<file path="src/rtl/csrbus_params.svh">
`ifndef CSRBUS_PARAMS_SVH
`define CSRBUS_PARAMS_SVH

// Bus field widths
`define CSRBUS_ID_WIDTH       8
`define CSRBUS_ADDR_WIDTH     8
`define CSRBUS_DATA_WIDTH     32

// Reorder slots, must be a power of two
`define CSRBUS_SLOTS          4
`define CSRBUS_SLOT_WIDTH     $clog2(`CSRBUS_SLOTS)

// Register bank layout, lower half fast and upper half slow
`define CSR_BANK_REGS         16
`define CSR_SLOW_LATENCY      6
`define CSR_SILENT_BASE       'hf0

`define CSRBUS_ERROR_DATA     32'hdead_aaaa
`define CSRBUS_TIMEOUT_WIDTH  16

`endif

</file>
<file path="src/rtl/csrbus_pkg.sv">
`default_nettype none

`include "csrbus_params.svh"

package csrbus_pkg;

  // ----------------------------------------------------------
  // Command and response kinds
  // ----------------------------------------------------------
  typedef enum logic [1:0] {
    CSRBUS_READ         = 2'd0,
    CSRBUS_WRITE        = 2'd1,
    CSRBUS_WRITE_POSTED = 2'd2
  } csrbus_cmd_e;

  typedef enum logic {
    CSRBUS_RESP_READ  = 1'b0,
    CSRBUS_RESP_WRITE = 1'b1
  } csrbus_resp_e;

  // ----------------------------------------------------------
  // Payloads
  // ----------------------------------------------------------
  // Write data rides along with the command
  typedef struct packed {
    csrbus_cmd_e                    kind;
    logic [`CSRBUS_ID_WIDTH-1:0]    id;
    logic [`CSRBUS_ADDR_WIDTH-1:0]  addr;
    logic [`CSRBUS_DATA_WIDTH-1:0]  data;
  } csrbus_cmd_t;

  typedef struct packed {
    csrbus_resp_e                   kind;
    logic [`CSRBUS_ID_WIDTH-1:0]    id;
    logic                           error;
    logic [`CSRBUS_DATA_WIDTH-1:0]  data;
  } csrbus_resp_t;

  // Response kind that answers a given command kind
  function automatic csrbus_resp_e csrbus_resp_kind(csrbus_cmd_e kind);
    return (kind == CSRBUS_READ) ? CSRBUS_RESP_READ : CSRBUS_RESP_WRITE;
  endfunction

endpackage

`default_nettype wire

</file>
<file path="src/rtl/csr_bank.sv">
`timescale 1ns/1ps
`default_nettype none

`include "csrbus_params.svh"

module csr_bank
  import csrbus_pkg::*;
(
  input var               i_clk,
  input var               i_rst_n,
  input var               i_cmd_valid,
  output logic            o_cmd_accept,
  input var csrbus_cmd_t  i_cmd,
  output logic            o_resp_valid,
  output csrbus_resp_t    o_resp
);

  localparam int IDX_W = $clog2(`CSR_BANK_REGS);
  localparam int AW    = `CSRBUS_ADDR_WIDTH;
  localparam int LAT   = `CSR_SLOW_LATENCY;

  logic [`CSRBUS_DATA_WIDTH-1:0] regs [`CSR_BANK_REGS];
  logic                 cmd_ack;
  logic                 is_posted;
  logic                 is_mapped;
  logic                 is_slow;
  logic                 is_silent;
  csrbus_resp_t         cmd_resp;
  logic                 fast_valid;
  csrbus_resp_t         fast_resp;
  logic                 hold_valid;
  csrbus_resp_t         hold_resp;
  logic [LAT-1:0]       slow_valid;
  csrbus_resp_t         slow_resp [LAT];
  logic                 collide;

  // ----------------------------------------------------------
  // Decode
  // ----------------------------------------------------------
  always_comb begin
    is_posted = i_cmd.kind == CSRBUS_WRITE_POSTED;
    is_mapped = i_cmd.addr < AW'(`CSR_BANK_REGS);
    is_slow   = is_mapped && (i_cmd.addr >= AW'(`CSR_BANK_REGS / 2));
    is_silent = i_cmd.addr >= AW'(`CSR_SILENT_BASE);

    cmd_resp.kind  = csrbus_resp_kind(i_cmd.kind);
    cmd_resp.id    = i_cmd.id;
    cmd_resp.error = !is_mapped;
    cmd_resp.data  = '0;
    if (is_mapped && (i_cmd.kind == CSRBUS_READ)) begin
      cmd_resp.data = regs[i_cmd.addr[IDX_W-1:0]];
    end
  end

  // Fast answer blocked by the slow lane must park in the holding register
  assign collide      = fast_valid && slow_valid[LAT-1];
  assign o_cmd_accept = !hold_valid && !collide;
  assign cmd_ack      = i_cmd_valid && o_cmd_accept;

  always_ff @(posedge i_clk, negedge i_rst_n) begin
    if (!i_rst_n) begin
      for (int i = 0; i < `CSR_BANK_REGS; i++) begin
        regs[i] <= '0;
      end
    end
    else if (cmd_ack && is_mapped && (i_cmd.kind != CSRBUS_READ)) begin
      regs[i_cmd.addr[IDX_W-1:0]] <= i_cmd.data;
    end
  end

  // ----------------------------------------------------------
  // Answer lanes
  // ----------------------------------------------------------
  always_ff @(posedge i_clk, negedge i_rst_n) begin
    if (!i_rst_n) begin
      fast_valid <= 1'b0;
      hold_valid <= 1'b0;
      slow_valid <= '0;
    end
    else begin
      // Silent region and posted writes never answer
      fast_valid <= cmd_ack && !is_posted && !is_silent && !is_slow;
      slow_valid <= {slow_valid[LAT-2:0], cmd_ack && !is_posted && is_slow};
      if (collide) begin
        hold_valid <= 1'b1;
      end
      else if (!slow_valid[LAT-1]) begin
        hold_valid <= 1'b0;
      end
    end
  end

  always_ff @(posedge i_clk) begin
    fast_resp    <= cmd_resp;
    slow_resp[0] <= cmd_resp;
    for (int i = 1; i < LAT; i++) begin
      slow_resp[i] <= slow_resp[i-1];
    end
    if (collide) begin
      hold_resp <= fast_resp;
    end
  end

  // Slow lane first, then the parked answer, then the fast lane
  assign o_resp_valid = slow_valid[LAT-1] || hold_valid || fast_valid;
  assign o_resp       = slow_valid[LAT-1] ? slow_resp[LAT-1]
                      : hold_valid        ? hold_resp
                      :                     fast_resp;

endmodule

`default_nettype wire

</file>
<file path="src/rtl/csrbus_reorder.sv">
`timescale 1ns/1ps
`default_nettype none

`include "csrbus_params.svh"

module csrbus_reorder
  import csrbus_pkg::*;
(
  input var                               i_clk,
  input var                               i_rst_n,
  input var [`CSRBUS_ID_WIDTH-1:0]        i_base_id,
  input var                               i_timeout_enable,
  input var [`CSRBUS_TIMEOUT_WIDTH-1:0]   i_timeout_cycle,
  input var                               i_up_cmd_valid,
  output logic                            o_up_cmd_accept,
  input var csrbus_cmd_t                  i_up_cmd,
  output logic                            o_dn_cmd_valid,
  input var                               i_dn_cmd_accept,
  output csrbus_cmd_t                     o_dn_cmd,
  input var                               i_dn_resp_valid,
  input var csrbus_resp_t                 i_dn_resp,
  output logic                            o_up_resp_valid,
  input var                               i_up_resp_accept,
  output csrbus_resp_t                    o_up_resp
);

  localparam int SW = `CSRBUS_SLOT_WIDTH;
  localparam int TW = `CSRBUS_TIMEOUT_WIDTH;

  logic [SW-1:0]            req_slot;
  logic [SW-1:0]            resp_slot;
  logic [`CSRBUS_SLOTS-1:0] slot_busy;
  logic [`CSRBUS_SLOTS-1:0] waiting;
  logic                     posted;
  logic                     pass;
  logic                     np_ack;
  logic                     resp_ack;
  logic                     timeout;
  logic [TW-1:0]            timeout_count;

  // ----------------------------------------------------------
  // Command side
  // ----------------------------------------------------------
  // Posted writes need no slot and never stall
  assign posted          = i_up_cmd.kind == CSRBUS_WRITE_POSTED;
  assign pass            = posted || !slot_busy[req_slot];
  assign o_dn_cmd_valid  = i_up_cmd_valid && pass;
  assign o_up_cmd_accept = i_dn_cmd_accept && pass;
  assign np_ack          = i_up_cmd_valid && o_up_cmd_accept && !posted;

  // Slot index travels in the low ID bits toward the bank
  always_comb begin
    o_dn_cmd    = i_up_cmd;
    o_dn_cmd.id = i_base_id | `CSRBUS_ID_WIDTH'(req_slot);
  end

  always_ff @(posedge i_clk, negedge i_rst_n) begin
    if (!i_rst_n) begin
      req_slot <= '0;
    end
    else if (np_ack) begin
      req_slot <= req_slot + SW'(1);
    end
  end

  // ----------------------------------------------------------
  // Response side
  // ----------------------------------------------------------
  assign resp_ack = o_up_resp_valid && i_up_resp_accept;

  always_ff @(posedge i_clk, negedge i_rst_n) begin
    if (!i_rst_n) begin
      resp_slot <= '0;
    end
    else if (resp_ack) begin
      resp_slot <= resp_slot + SW'(1);
    end
  end

  csrbus_reorder_table u_table (
    .i_clk        (i_clk                        ),
    .i_rst_n      (i_rst_n                      ),
    .i_alloc      (np_ack                       ),
    .i_alloc_slot (req_slot                     ),
    .i_alloc_id   (i_up_cmd.id                  ),
    .i_alloc_kind (csrbus_resp_kind(i_up_cmd.kind)),
    .i_fill       (i_dn_resp_valid              ),
    .i_fill_slot  (i_dn_resp.id[SW-1:0]         ),
    .i_fill_kind  (i_dn_resp.kind               ),
    .i_fill_error (i_dn_resp.error              ),
    .i_fill_data  (i_dn_resp.data               ),
    .i_timeout    (timeout                      ),
    .i_release    (resp_ack                     ),
    .i_head_slot  (resp_slot                    ),
    .o_slot_busy  (slot_busy                    ),
    .o_waiting    (waiting                      ),
    .o_head_valid (o_up_resp_valid              ),
    .o_head_kind  (o_up_resp.kind               ),
    .o_head_id    (o_up_resp.id                 ),
    .o_head_error (o_up_resp.error              ),
    .o_head_data  (o_up_resp.data               )
  );

  // ----------------------------------------------------------
  // Timeout
  // ----------------------------------------------------------
  assign timeout = i_timeout_enable && (timeout_count == i_timeout_cycle);

  always_ff @(posedge i_clk, negedge i_rst_n) begin
    if (!i_rst_n) begin
      timeout_count <= '0;
    end
    else if (i_timeout_enable) begin
      if (np_ack) begin
        timeout_count <= '0;
      end
      else if (waiting != '0) begin
        timeout_count <= timeout_count + TW'(1);
      end
    end
  end

endmodule

`default_nettype wire

</file>
<file path="src/rtl/csrbus_reorder_table.sv">
`timescale 1ns/1ps
`default_nettype none

`include "csrbus_params.svh"

module csrbus_reorder_table
  import csrbus_pkg::*;
(
  input var                               i_clk,
  input var                               i_rst_n,
  input var                               i_alloc,
  input var [`CSRBUS_SLOT_WIDTH-1:0]      i_alloc_slot,
  input var [`CSRBUS_ID_WIDTH-1:0]        i_alloc_id,
  input var csrbus_resp_e                 i_alloc_kind,
  input var                               i_fill,
  input var [`CSRBUS_SLOT_WIDTH-1:0]      i_fill_slot,
  input var csrbus_resp_e                 i_fill_kind,
  input var                               i_fill_error,
  input var [`CSRBUS_DATA_WIDTH-1:0]      i_fill_data,
  input var                               i_timeout,
  input var                               i_release,
  input var [`CSRBUS_SLOT_WIDTH-1:0]      i_head_slot,
  output logic [`CSRBUS_SLOTS-1:0]        o_slot_busy,
  output logic [`CSRBUS_SLOTS-1:0]        o_waiting,
  output logic                            o_head_valid,
  output csrbus_resp_e                    o_head_kind,
  output logic [`CSRBUS_ID_WIDTH-1:0]     o_head_id,
  output logic                            o_head_error,
  output logic [`CSRBUS_DATA_WIDTH-1:0]   o_head_data
);

  localparam int SW = `CSRBUS_SLOT_WIDTH;

  logic [`CSRBUS_SLOTS-1:0]       done;
  logic [`CSRBUS_SLOTS-1:0]       slot_error;
  csrbus_resp_e                   slot_kind [`CSRBUS_SLOTS];
  logic [`CSRBUS_ID_WIDTH-1:0]    slot_id   [`CSRBUS_SLOTS];
  logic [`CSRBUS_DATA_WIDTH-1:0]  slot_data [`CSRBUS_SLOTS];

  for (genvar i = 0; i < `CSRBUS_SLOTS; i++) begin : g_slot
    logic                           busy_q;
    logic                           done_q;
    logic                           error_q;
    csrbus_resp_e                   kind_q;
    logic [`CSRBUS_ID_WIDTH-1:0]    id_q;
    logic [`CSRBUS_DATA_WIDTH-1:0]  data_q;
    logic                           alloc_hit;
    logic                           fill_hit;
    logic                           complete;

    assign alloc_hit = i_alloc && (i_alloc_slot == SW'(i));
    assign fill_hit  = i_fill && (i_fill_slot == SW'(i));
    // Only a slot still waiting for its answer can complete
    assign complete  = o_waiting[i] && (fill_hit || i_timeout);

    always_ff @(posedge i_clk, negedge i_rst_n) begin
      if (!i_rst_n) begin
        busy_q <= 1'b0;
        done_q <= 1'b0;
      end
      else if (alloc_hit) begin
        busy_q <= 1'b1;
        done_q <= 1'b0;
      end
      else if (complete) begin
        done_q <= 1'b1;
      end
      else if (i_release && (i_head_slot == SW'(i))) begin
        busy_q <= 1'b0;
        done_q <= 1'b0;
      end
    end

    always_ff @(posedge i_clk) begin
      if (alloc_hit) begin
        id_q   <= i_alloc_id;
        kind_q <= i_alloc_kind;
      end
      else if (complete) begin
        if (fill_hit) begin
          kind_q <= i_fill_kind;
        end
        error_q <= (fill_hit && i_fill_error) || i_timeout;
        data_q  <= i_fill_data;
      end
    end

    assign o_slot_busy[i] = busy_q;
    assign o_waiting[i]   = busy_q && !done_q;
    assign done[i]        = done_q;
    assign slot_error[i]  = error_q;
    assign slot_kind[i]   = kind_q;
    assign slot_id[i]     = id_q;
    assign slot_data[i]   = data_q;
  end

  // ----------------------------------------------------------
  // Head read-out
  // ----------------------------------------------------------
  assign o_head_valid = done[i_head_slot];
  assign o_head_kind  = slot_kind[i_head_slot];
  assign o_head_id    = slot_id[i_head_slot];
  assign o_head_error = slot_error[i_head_slot];
  assign o_head_data  = slot_error[i_head_slot] ? `CSRBUS_DATA_WIDTH'(`CSRBUS_ERROR_DATA)
                                                : slot_data[i_head_slot];

endmodule

`default_nettype wire

</file>
<file path="src/rtl/csrbus_slicer.sv">
`timescale 1ns/1ps
`default_nettype none

module csrbus_slicer #(
  parameter type  PAYLOAD_T = logic,
  parameter bit   ENABLE    = 1'b1
)(
  input var           i_clk,
  input var           i_rst_n,
  input var           i_valid,
  output logic        o_accept,
  input var PAYLOAD_T i_payload,
  output logic        o_valid,
  input var           i_accept,
  output PAYLOAD_T    o_payload
);

  if (ENABLE) begin : g_slice
    logic     valid_q;
    PAYLOAD_T payload_q;

    // Free slot, or the held item leaves this cycle
    assign o_accept = !valid_q || i_accept;

    always_ff @(posedge i_clk, negedge i_rst_n) begin
      if (!i_rst_n) begin
        valid_q <= 1'b0;
      end
      else if (o_accept) begin
        valid_q <= i_valid;
      end
    end

    always_ff @(posedge i_clk) begin
      if (i_valid && o_accept) begin
        payload_q <= i_payload;
      end
    end

    assign o_valid   = valid_q;
    assign o_payload = payload_q;
  end
  else begin : g_bypass
    assign o_valid   = i_valid;
    assign o_accept  = i_accept;
    assign o_payload = i_payload;
  end

endmodule

`default_nettype wire

</file>
<file path="src/rtl/csrbus_subsystem.sv">
`timescale 1ns/1ps
`default_nettype none

`include "csrbus_params.svh"

module csrbus_subsystem
  import csrbus_pkg::*;
#(
  parameter bit UP_SLICER = 1'b1,
  parameter bit DN_SLICER = 1'b1
)(
  input var                               i_clk,
  input var                               i_rst_n,
  input var [`CSRBUS_ID_WIDTH-1:0]        i_base_id,
  input var                               i_timeout_enable,
  input var [`CSRBUS_TIMEOUT_WIDTH-1:0]   i_timeout_cycle,
  input var                               i_cmd_valid,
  output logic                            o_cmd_accept,
  input var csrbus_cmd_e                  i_cmd,
  input var [`CSRBUS_ID_WIDTH-1:0]        i_cmd_id,
  input var [`CSRBUS_ADDR_WIDTH-1:0]      i_cmd_addr,
  input var [`CSRBUS_DATA_WIDTH-1:0]      i_cmd_data,
  output logic                            o_resp_valid,
  input var                               i_resp_accept,
  output csrbus_resp_e                    o_resp,
  output logic [`CSRBUS_ID_WIDTH-1:0]     o_resp_id,
  output logic                            o_resp_error,
  output logic [`CSRBUS_DATA_WIDTH-1:0]   o_resp_data
);

  csrbus_cmd_t  req_cmd;
  csrbus_cmd_t  up_cmd;
  csrbus_cmd_t  dn_cmd;
  csrbus_cmd_t  bank_cmd;
  csrbus_resp_t up_resp;
  csrbus_resp_t req_resp;
  csrbus_resp_t bank_resp;
  csrbus_resp_t dn_resp;
  logic         up_cmd_valid;
  logic         up_cmd_accept;
  logic         up_resp_valid;
  logic         up_resp_accept;
  logic         dn_cmd_valid;
  logic         dn_cmd_accept;
  logic         bank_cmd_valid;
  logic         bank_cmd_accept;
  logic         bank_resp_valid;
  logic         dn_resp_valid;

  assign req_cmd      = '{kind: i_cmd, id: i_cmd_id, addr: i_cmd_addr, data: i_cmd_data};
  assign o_resp       = req_resp.kind;
  assign o_resp_id    = req_resp.id;
  assign o_resp_error = req_resp.error;
  assign o_resp_data  = req_resp.data;

  // ----------------------------------------------------------
  // Requester side
  // ----------------------------------------------------------
  csrbus_slicer #(.PAYLOAD_T(csrbus_cmd_t), .ENABLE(UP_SLICER)) u_up_cmd_slicer (
    .i_clk(i_clk), .i_rst_n(i_rst_n),
    .i_valid(i_cmd_valid), .o_accept(o_cmd_accept), .i_payload(req_cmd),
    .o_valid(up_cmd_valid), .i_accept(up_cmd_accept), .o_payload(up_cmd)
  );

  csrbus_slicer #(.PAYLOAD_T(csrbus_resp_t), .ENABLE(UP_SLICER)) u_up_resp_slicer (
    .i_clk(i_clk), .i_rst_n(i_rst_n),
    .i_valid(up_resp_valid), .o_accept(up_resp_accept), .i_payload(up_resp),
    .o_valid(o_resp_valid), .i_accept(i_resp_accept), .o_payload(req_resp)
  );

  csrbus_reorder u_reorder (
    .i_clk            (i_clk            ),
    .i_rst_n          (i_rst_n          ),
    .i_base_id        (i_base_id        ),
    .i_timeout_enable (i_timeout_enable ),
    .i_timeout_cycle  (i_timeout_cycle  ),
    .i_up_cmd_valid   (up_cmd_valid     ),
    .o_up_cmd_accept  (up_cmd_accept    ),
    .i_up_cmd         (up_cmd           ),
    .o_dn_cmd_valid   (dn_cmd_valid     ),
    .i_dn_cmd_accept  (dn_cmd_accept    ),
    .o_dn_cmd         (dn_cmd           ),
    .i_dn_resp_valid  (dn_resp_valid    ),
    .i_dn_resp        (dn_resp          ),
    .o_up_resp_valid  (up_resp_valid    ),
    .i_up_resp_accept (up_resp_accept   ),
    .o_up_resp        (up_resp          )
  );

  // ----------------------------------------------------------
  // Bank side
  // ----------------------------------------------------------
  csrbus_slicer #(.PAYLOAD_T(csrbus_cmd_t), .ENABLE(DN_SLICER)) u_dn_cmd_slicer (
    .i_clk(i_clk), .i_rst_n(i_rst_n),
    .i_valid(dn_cmd_valid), .o_accept(dn_cmd_accept), .i_payload(dn_cmd),
    .o_valid(bank_cmd_valid), .i_accept(bank_cmd_accept), .o_payload(bank_cmd)
  );

  // Controller never back-pressures bank answers
  csrbus_slicer #(.PAYLOAD_T(csrbus_resp_t), .ENABLE(DN_SLICER)) u_dn_resp_slicer (
    .i_clk(i_clk), .i_rst_n(i_rst_n),
    .i_valid(bank_resp_valid), .o_accept(), .i_payload(bank_resp),
    .o_valid(dn_resp_valid), .i_accept(1'b1), .o_payload(dn_resp)
  );

  csr_bank u_bank (
    .i_clk        (i_clk            ),
    .i_rst_n      (i_rst_n          ),
    .i_cmd_valid  (bank_cmd_valid   ),
    .o_cmd_accept (bank_cmd_accept  ),
    .i_cmd        (bank_cmd         ),
    .o_resp_valid (bank_resp_valid  ),
    .o_resp       (bank_resp        )
  );

endmodule

`default_nettype wire

</file>
<file path="config.mk">
export PLATFORM = sky130hd
export DESIGN_NAME = csrbus_subsystem
export DESIGN_NICKNAME = d
export VERILOG_FILES = /design/src/rtl/csrbus_pkg.sv /design/src/rtl/csr_bank.sv /design/src/rtl/csrbus_reorder.sv /design/src/rtl/csrbus_reorder_table.sv /design/src/rtl/csrbus_slicer.sv /design/src/rtl/csrbus_subsystem.sv
export VERILOG_INCLUDE_DIRS = /design/src /design/src/rtl
export SDC_FILE = /design/constraint.sdc
export NUM_CORES = 1
export LEC_CHECK = 0
export BUFFER_PORTS_ARGS = -buffer_cell sky130_fd_sc_hd__buf_2
export CAP_MARGIN = 20
export CORE_ASPECT_RATIO = 0.7
export CORE_MARGIN = 3
export CORE_UTILIZATION = 45
export CTS_CLUSTER_DIAMETER = 120
export DETAILED_ROUTE_END_ITERATION = 6
export GPL_TIMING_DRIVEN = 0
export HOLD_SLACK_MARGIN = 0.12
export PLACE_DENSITY = 0.64
export SYNTH_ARGS = -nofsm -noshare
export SYNTH_HDL_FRONTEND = slang
export SYNTH_SLANG_ARGS = --single-unit
export TNS_END_PERCENT = 1
</file>
<file path="constraint.sdc">
create_clock -name i_clk -period 8.4 [get_ports i_clk]
set_input_delay 0.42 -clock i_clk [delete_from_list [all_inputs] [get_ports i_clk]]
set_output_delay 0.42 -clock i_clk [all_outputs]
set_load 0.01 [all_outputs]
</file>
### Yosys cells after proc, flatten, opt, wreduce, memory -nomap -nowiden

Memory sizes are Yosys's and may differ from the RTL's.
Index checks and enable logic that the tools add are counted.
W data, S select, Z words.

| cells by class | value |
|---|---|
| reduce and logical (&&, ||, !) cells | 110 |
| equal/unequal tests | 17 |
| $add $sub $neg | 3 |
| multiplexer cells | 62 |
| shift-type cells | 0 |
| bitwise gates (word level) | 7 |
| $lt $le $gt $ge | 8 |
| $mul | 0 |
| div/mod/pow operators | 0 |

Operators by type and width:

| operator | number |
|---|---|
| $bwmux W512 | 1 |
| $mux W32 | 6 |
| $bmux W32 S4 | 1 |
| $demux W32 S4 | 1 |
| $mux W42 | 2 |
| $bmux W32 S2 | 1 |
| $logic_and A1 B1 Y1 | 44 |
| $mux W1 | 41 |
| $mux W16 | 2 |
| $reduce_bool A2 Y1 | 14 |
| $reduce_and A2 Y1 | 13 |
| $add A16 B1 Y16 const B | 1 |
| $bmux W8 S2 | 1 |
| $eq A16 B16 Y1 | 1 |
| $eq A2 B2 Y1 const B | 8 |
| $mux W8 | 2 |
| $logic_not A1 Y1 | 15 |
| $logic_or A1 B1 Y1 | 14 |
| $reduce_bool A3 Y1 | 4 |
| $logic_not A2 Y1 | 5 |
| $ne A2 B2 Y1 const B | 5 |
| $bmux W1 S2 | 4 |
| $ge A8 B4 Y1 const B | 1 |
| $ge A8 B8 Y1 const B | 1 |
| 12 further kinds | 19 |

| word-level totals | value |
|---|---|
| input port bits | 79 |
| flip-flop bits (word level) | 982 |
| memories | 1 |
| word-level logic and storage cells | 282 |
| ROM bits | 0 |
| output and inout port bits | 44 |
| RAM bits | 252 |
| latch bits | 0 |

Memory list:

| name | depth | bits a word | read ports | clocked after Yosys merged registers in | wr ports | RTL line | text |
|---|---|---|---|---|---|---|---|
| u_bank.slow_resp | 6 | 42 | 6 | 0 | 6 | csr_bank.sv:34 | `csrbus_resp_t slow_resp [LAT];` |

### Depth between registers and ports, before layout

| logic depth | value |
|---|---|
| depth in word-level cells | 10 |
| mapped depth | 8 |
| gate-level depth less buffers | 6 |

### Modules after synthesis

A second synthesis with hierarchy kept.

| second synthesis, totals | value |
|---|---|
| cells, all modules | 2618 |
| area, all modules | 45035.7 µm² |

Modules (own cells, without submodules):

| module | area each (µm²) | seq. area each (µm²) | cells an instance | times used |
|---|---|---|---|---|
| csr_bank | 30615.6 | 19318.5 | 1896 | 1 |
| csrbus_reorder_table | 6966.7 | 5245.0 | 325 | 1 |
| csrbus_slicer at u_dn_cmd_slicer ... | 1555.2 | 1526.5 | 54 | 2 |
| csrbus_slicer at u_dn_resp_slicer ... | 1315.0 | 1286.2 | 46 | 2 |
| csrbus_reorder | 1709.1 | 500.5 | 196 | 1 |
| csrbus_subsystem | 3.8 | 0.0 | 1 | 1 |

### Worst setup path before layout

Ideal clock, no wire load.

| path | value |
|---|---|
| kind | register to register |
| start point | register u_reorder.timeout_count[4] |
| end point | register u_reorder.u_table.g_slot[0].data_q[0] (enable) |
| data arrival time | 3.017 ns |
| clock period less this slack | 3.451 ns |
| library setup time | 0.434 ns |
| buffers on the path | 2 |
| path slack | 4.949 ns |
| data required time | 7.966 ns |
| cell stages (with the launch flop) | 7 |
| cell sequence | dfrtp_1 -> clkbuf_1 -> xor2_1 -> nor4_1 -> nand4_1 -> clkbuf_1 -> a21oi_1 |

| on the way | value |
|---|---|
| word-level cells in the longest chain between the ends | 5 |

Ends and longest elaborated chain:

| item | RTL line | text |
|---|---|---|
| start: declaration | csrbus_reorder.sv:39 | `logic [TW-1:0] timeout_count;` |
| start signal: assignment | csrbus_reorder.sv:118 | `timeout_count <= timeout_count + TW'(1);` |
| $eq A16 B16 Y1 | csrbus_reorder.sv:107 | `assign timeout = i_timeout_enable && (timeout_count == i_timeout_cycle);` |
| $logic_and A1 B1 Y1 | csrbus_reorder.sv:107 |  |
| $logic_or A1 B1 Y1 | csrbus_reorder_table.sv:54 | `assign complete = o_waiting[i] && (fill_hit \|\| i_timeout);` |
| $logic_and A1 B1 Y1 | csrbus_reorder_table.sv:54 |  |
| $reduce_and A2 Y1 (no line) | - |  |
| end signal: assignment | csrbus_reorder_table.sv:84 | `data_q <= i_fill_data;` |
| end: declaration | csrbus_reorder_table.sv:46 | `` logic [`CSRBUS_DATA_WIDTH-1:0] data_q; `` |

Every way passes these cells.
A chain may end at the register's enable or synchronous reset.

### Worst setup path in the final report

| path | value |
|---|---|
| start point | register u_dn_cmd_slicer.g_slice.payload_q (netlist bit u_dn_cmd_slicer.o_payload[33]) |
| end point | register u_bank.regs[142] (netlist name) |

| on the way | value |
|---|---|
| word-level cells in the longest chain between the ends | 6 |
| elaborated cells on any way between the ends | 10 |
| those cells by class | order compare (3); mux (3); bitwise (1); reduce/logical (3) |

Ends and longest elaborated chain:

| item | RTL line | text |
|---|---|---|
| start: declaration | csrbus_slicer.sv:20 | `PAYLOAD_T payload_q;` |
| start signal: assignment | csrbus_slicer.sv:36 | `payload_q <= i_payload;` |
| $not A4 Y5 (implied by the code) | csr_bank.sv:67 | `regs[i_cmd.addr[IDX_W-1:0]] <= i_cmd.data;` |
| $ge A5 B5 Y1 (implied by the code) / $lt A5 B1 Y1 (equally long branches) | csr_bank.sv:67 |  |
| $logic_and A1 B1 Y1 (implied by the code) | csr_bank.sv:67 |  |
| $mux W32 (implied by the code) | csr_bank.sv:67 |  |
| $demux W32 S4 | csr_bank.sv:67 |  |
| $bwmux W512 | csr_bank.sv:67 |  |
| end signal: indexed assignment | csr_bank.sv:67 |  |
| end: declaration | csr_bank.sv:22 | `` logic [`CSRBUS_DATA_WIDTH-1:0] regs [`CSR_BANK_REGS]; `` |

Parallel ways exist; a longest one is shown, timed or not.

==> flow_summary.yaml <==
run_status:
  status: "completed"
hold_path:
  hp-class: "in -> async"
yosys:
  yosys-top-cells-area: "dfrtp_1 (32%), edfxtp_1 (26%), mux2_2 (13%)"
  synth.avg_cell_area_um2: 17.70
  synth_largest_area_cell: "dfrtp_1"
  synth_warnings: 0
  yosysSeqAreaShare_pct: 68.24
  ys_ff_latch: 1144
  synthCells: 2436
  synth_top_area_share_pct: 32.03
  synth-edff-count: 376
  yosysMostFrequentCell: "dfrtp_1"
  synth_common_cells: "dfrtp_1 (552), mux2_2 (495), edfxtp_1 (376)"
  ys_async_sr_fraction_pct: 48.25
  synthDistinctLibCells: 51
  syn_nets: 2524
  netlist_area_um2: 43130
  synth_ff_type: "dfrtp_1"
floorplan:
  initial_core_util_pct: 45.66
  coreArea_um2: 94440
  io_pins: 123
  rows: 94
  die_y_um: 265.0
  dieArea_um2: 99640
  die_w_um: 376.0
sta:
  finClkSkew_ns: 0.03067
  worstMarginPinSlew_ns: 1.072
  relSlewSlack_pct: 28.51
  fmax_ghz: 0.3016
  min_period_ns: 3.316
  drv_slew: 0
  period_share_pct: 39.48
  hold_viol_final: 0
  rsz0062_at_grt: "false"
  finalSetupTns_ns: 0
  finalSetupViolations: 0
clock_tree:
  clk_path_buf_depth: 3
  post_cts_resize_count: 0
  clk_latency_ns: 0.70
  cts.htree.levels: 3
  cts-root-buf: "clkbuf_16"
  clk_pin_slew_ns: 0.06
  clock-sinks: 1144
  cts_tree: "done"
  cts_hold_buf: 56
  cts_buffers: 106
  cts_setup_buffers: 0
layout:
  syn2layout_area_growth_pct: 15.72
  final_net_count: 2820
  fill_cells: 7372
  final-seq-area_um2: 29430
  drive_gt1_share_pct: 39.53
  multi_input_area_um2: 12990
  fin_area_um2: 49900
worst_setup_path:
  critical_path_class: "reg -> reg"
  cpLargestDelayFamily: "buffers and inverters"
  cp_max_fo: 10
  reg2reg_setup_slack_ns: 5.08
  max_stage_delay_ns: 0.79
  worstPathRequired_ns: 8.95
  critPathSlowestCell: "buf_1"
  critPathLaunchType: "flip-flop"
  crit_path_frequent_cell: "buf_4"
  crit_path_cell_trace: "buf_2 > buf_4 > buf_1 > nand3_1 > nor2_1 > buf_4 > mux2_2"
  arrival_ns: 3.87
  end_kind: "flip-flop"
  cp.buffers_inverters: 4
pwr:
  p_leak_nw: 21.01
  combPwrFrac_pct: 22.2
  power_density_nw_per_um2: 326.9
  clockPowerShare_pct: 30.5
  sequentialPowerShare_pct: 47.3
  ir_worst_vdd_uv: 169.9
  switching_share_pct: 29.13
  p_sw_mw: 4.752
  p_int_mw: 11.56
routing:
  vias_per_cell: 5.499
  wirelength_um: 97570
  drtAntennaViolNets: 0
  wl_per_cell_um: 23.94
  drt_iter0_drc: 1771
  firstDrtPassIters: 5
  num_vias: 22407
  drc: 0
grt:
  grt_pass1_vias: 23998
  antenna_found_initial: 3
  grtUsageTotal_pct: 19.76
  grt_max_degree: 128
  gr-total-overflow: 0
  grt_pass1_wl_um: 147800
placed_design:
  place_area_um2: 45660
  port_buffers: 116
  gp_congestion: 0.7913
  dp_hpwl_um: 64620
job:
  maxCapViolations: 0
[metal layers]
| metal | global-route usage [%] | vias to the layer above | share of wire [%] |
|---|---|---|---|
| met5 | 0 | - | 0.017 |
| met4 | 5.658 | 2 | 2.6 |
| met3 | 4.136 | 162 | 5.5 |
| met2 | 30.09 | 621 | 45 |
| met1 | 29.00 | 11898 | 47 |
| li1 | - | 9724 | - |
[registers in the layout, indices dropped and copies added, names as in the netlist, 4 cells and up]
| name | cells |
|---|---|
| u_bank.hold_resp | 36 |
| u_bank.regs | 512 |
| u_bank.slow_resp | 216 |
| u_bank.slow_valid | 6 |
| u_dn_cmd_slicer.o_payload | 44 |
| u_dn_resp_slicer.o_payload | 36 |
| u_reorder.timeout_count | 16 |
| u_reorder.u_table.g_slot.busy_q | 4 |
| u_reorder.u_table.g_slot.data_q | 128 |
| u_reorder.u_table.g_slot.done_q | 4 |
| u_reorder.u_table.g_slot.error_q | 4 |
| u_reorder.u_table.g_slot.id_q | 32 |
| u_reorder.u_table.g_slot.kind_q | 4 |
| u_up_cmd_slicer.o_payload | 50 |
| u_up_resp_slicer.o_payload | 42 |
[layout make-up]
class / count / share of cell area, %
Antenna cell: 1 / 0.005015
Buffer: 151 / 1.397
Clock buffer: 158 / 6.494
Clock inverter: 44 / 0.8876
Inverter: 17 / 0.1279
Multi-Input combinational cell: 1124 / 26.03
Sequential cell: 1144 / 58.97
Tap cell: 1248 / 3.129
Timing Repair Buffer: 188 / 2.959
[final timing paths]
path	start	endpoint	cells after the start
max	u_dn_cmd_slicer.o_payload[33]$_DFFE_PP_	u_bank.regs[142]$_DFFE_PN0P_	7
max reg2reg	u_dn_cmd_slicer.o_payload[33]$_DFFE_PP_	u_bank.regs[142]$_DFFE_PN0P_	7
min	i_rst_n	u_bank.regs[135]$_DFFE_PN0P_	2
min in group i_clk	u_bank.slow_resp[1][16]$_DFF_P_	u_bank.slow_resp[2][16]$_DFF_P_	0
min reg2reg	u_bank.slow_resp[1][16]$_DFF_P_	u_bank.slow_resp[2][16]$_DFF_P_	0
max in group asynchronous	i_rst_n	u_up_resp_slicer.o_valid$_DFFE_PN0P_	4
[metrics by stage]
stage / hold WS (ns) / cells / power, mW / setup slack, ns / util [%]
after global placement: 0.3099 / 3800 / 11.20 / -3.725 / 47.93
after CTS: 0.2986 / 4074 / 16.47 / 5.078 / 52.84
after global routing: 0.3211 / 4074 / 17.06 / 4.935 / 52.84
after floorplan: 0.1244 / 2436 / 10.01 / 4.949 / -
final: 0.3074 / 4075 / 16.31 / 5.084 / 52.84
after detailed placement: 0.3121 / 3816 / 11.47 / 5.084 / 48.34
[kinds of logic (layout without fill, tap and decap cells)]
kind of cell	after synthesis	in the layout	share of synthesized area, %
compound gates	104	104	1.462
xor+xnor	18	18	0.3656
fa+ha+maj	9	9	0.2611
buf+inv	168	558	1.761
flops	1144	1144	68.24
mux	752	752	24.86
other cells	0	1	0
simple gates	241	241	3.052
[power groups by stage]
stage                     logic (mW)  clock network (mW)  registers (mW)
after global placement          3.44                   0            7.76
after detailed placement        3.65                   0            7.82
final                           3.62                4.97            7.72
after floorplan                 2.40                   0            7.62
after global routing            3.91                5.30            7.85
after CTS                       3.68                5.08            7.72
[cells in the final DEF (no fill, tap or decap), types with 5 or more instances in the layout]
master         synthesis  routed
nand3_1               22      22
nor2_1                11      11
dfxtp_1              216     216
dlygate4sd3_1          0      56
or2_2                 22      22
clkinv_2               0      19
nand2_1               82      82
a21oi_1               15      11
inv_1                 16      16
xnor2_1               14      14
buf_2                 61     176
nor2b_1               52      52
buf_1                  8       8
mux2i_1               36      36
clkbuf_8               0      18
a31oi_1                5       5
o31ai_1               10      10
o211ai_1               6       6
nand2b_1              13      13
buf_4                  8       8
mux2_2               495     495
mux4_2               204     204
buf_8                  0       6
buf_12                 0       7
ha_1                   9       9
clkbuf_16              0     116
dfrtp_1              552     552
mux2_1                17      17
o21ai_0               55      55
nand4_1                7       7
bufinv_16              0       5
clkinv_1               0       5
edfxtp_1             376     376
and3_1                 7       7
clkbuf_1              71      94
No activity file was read; power rests on OpenSTA's default activity.
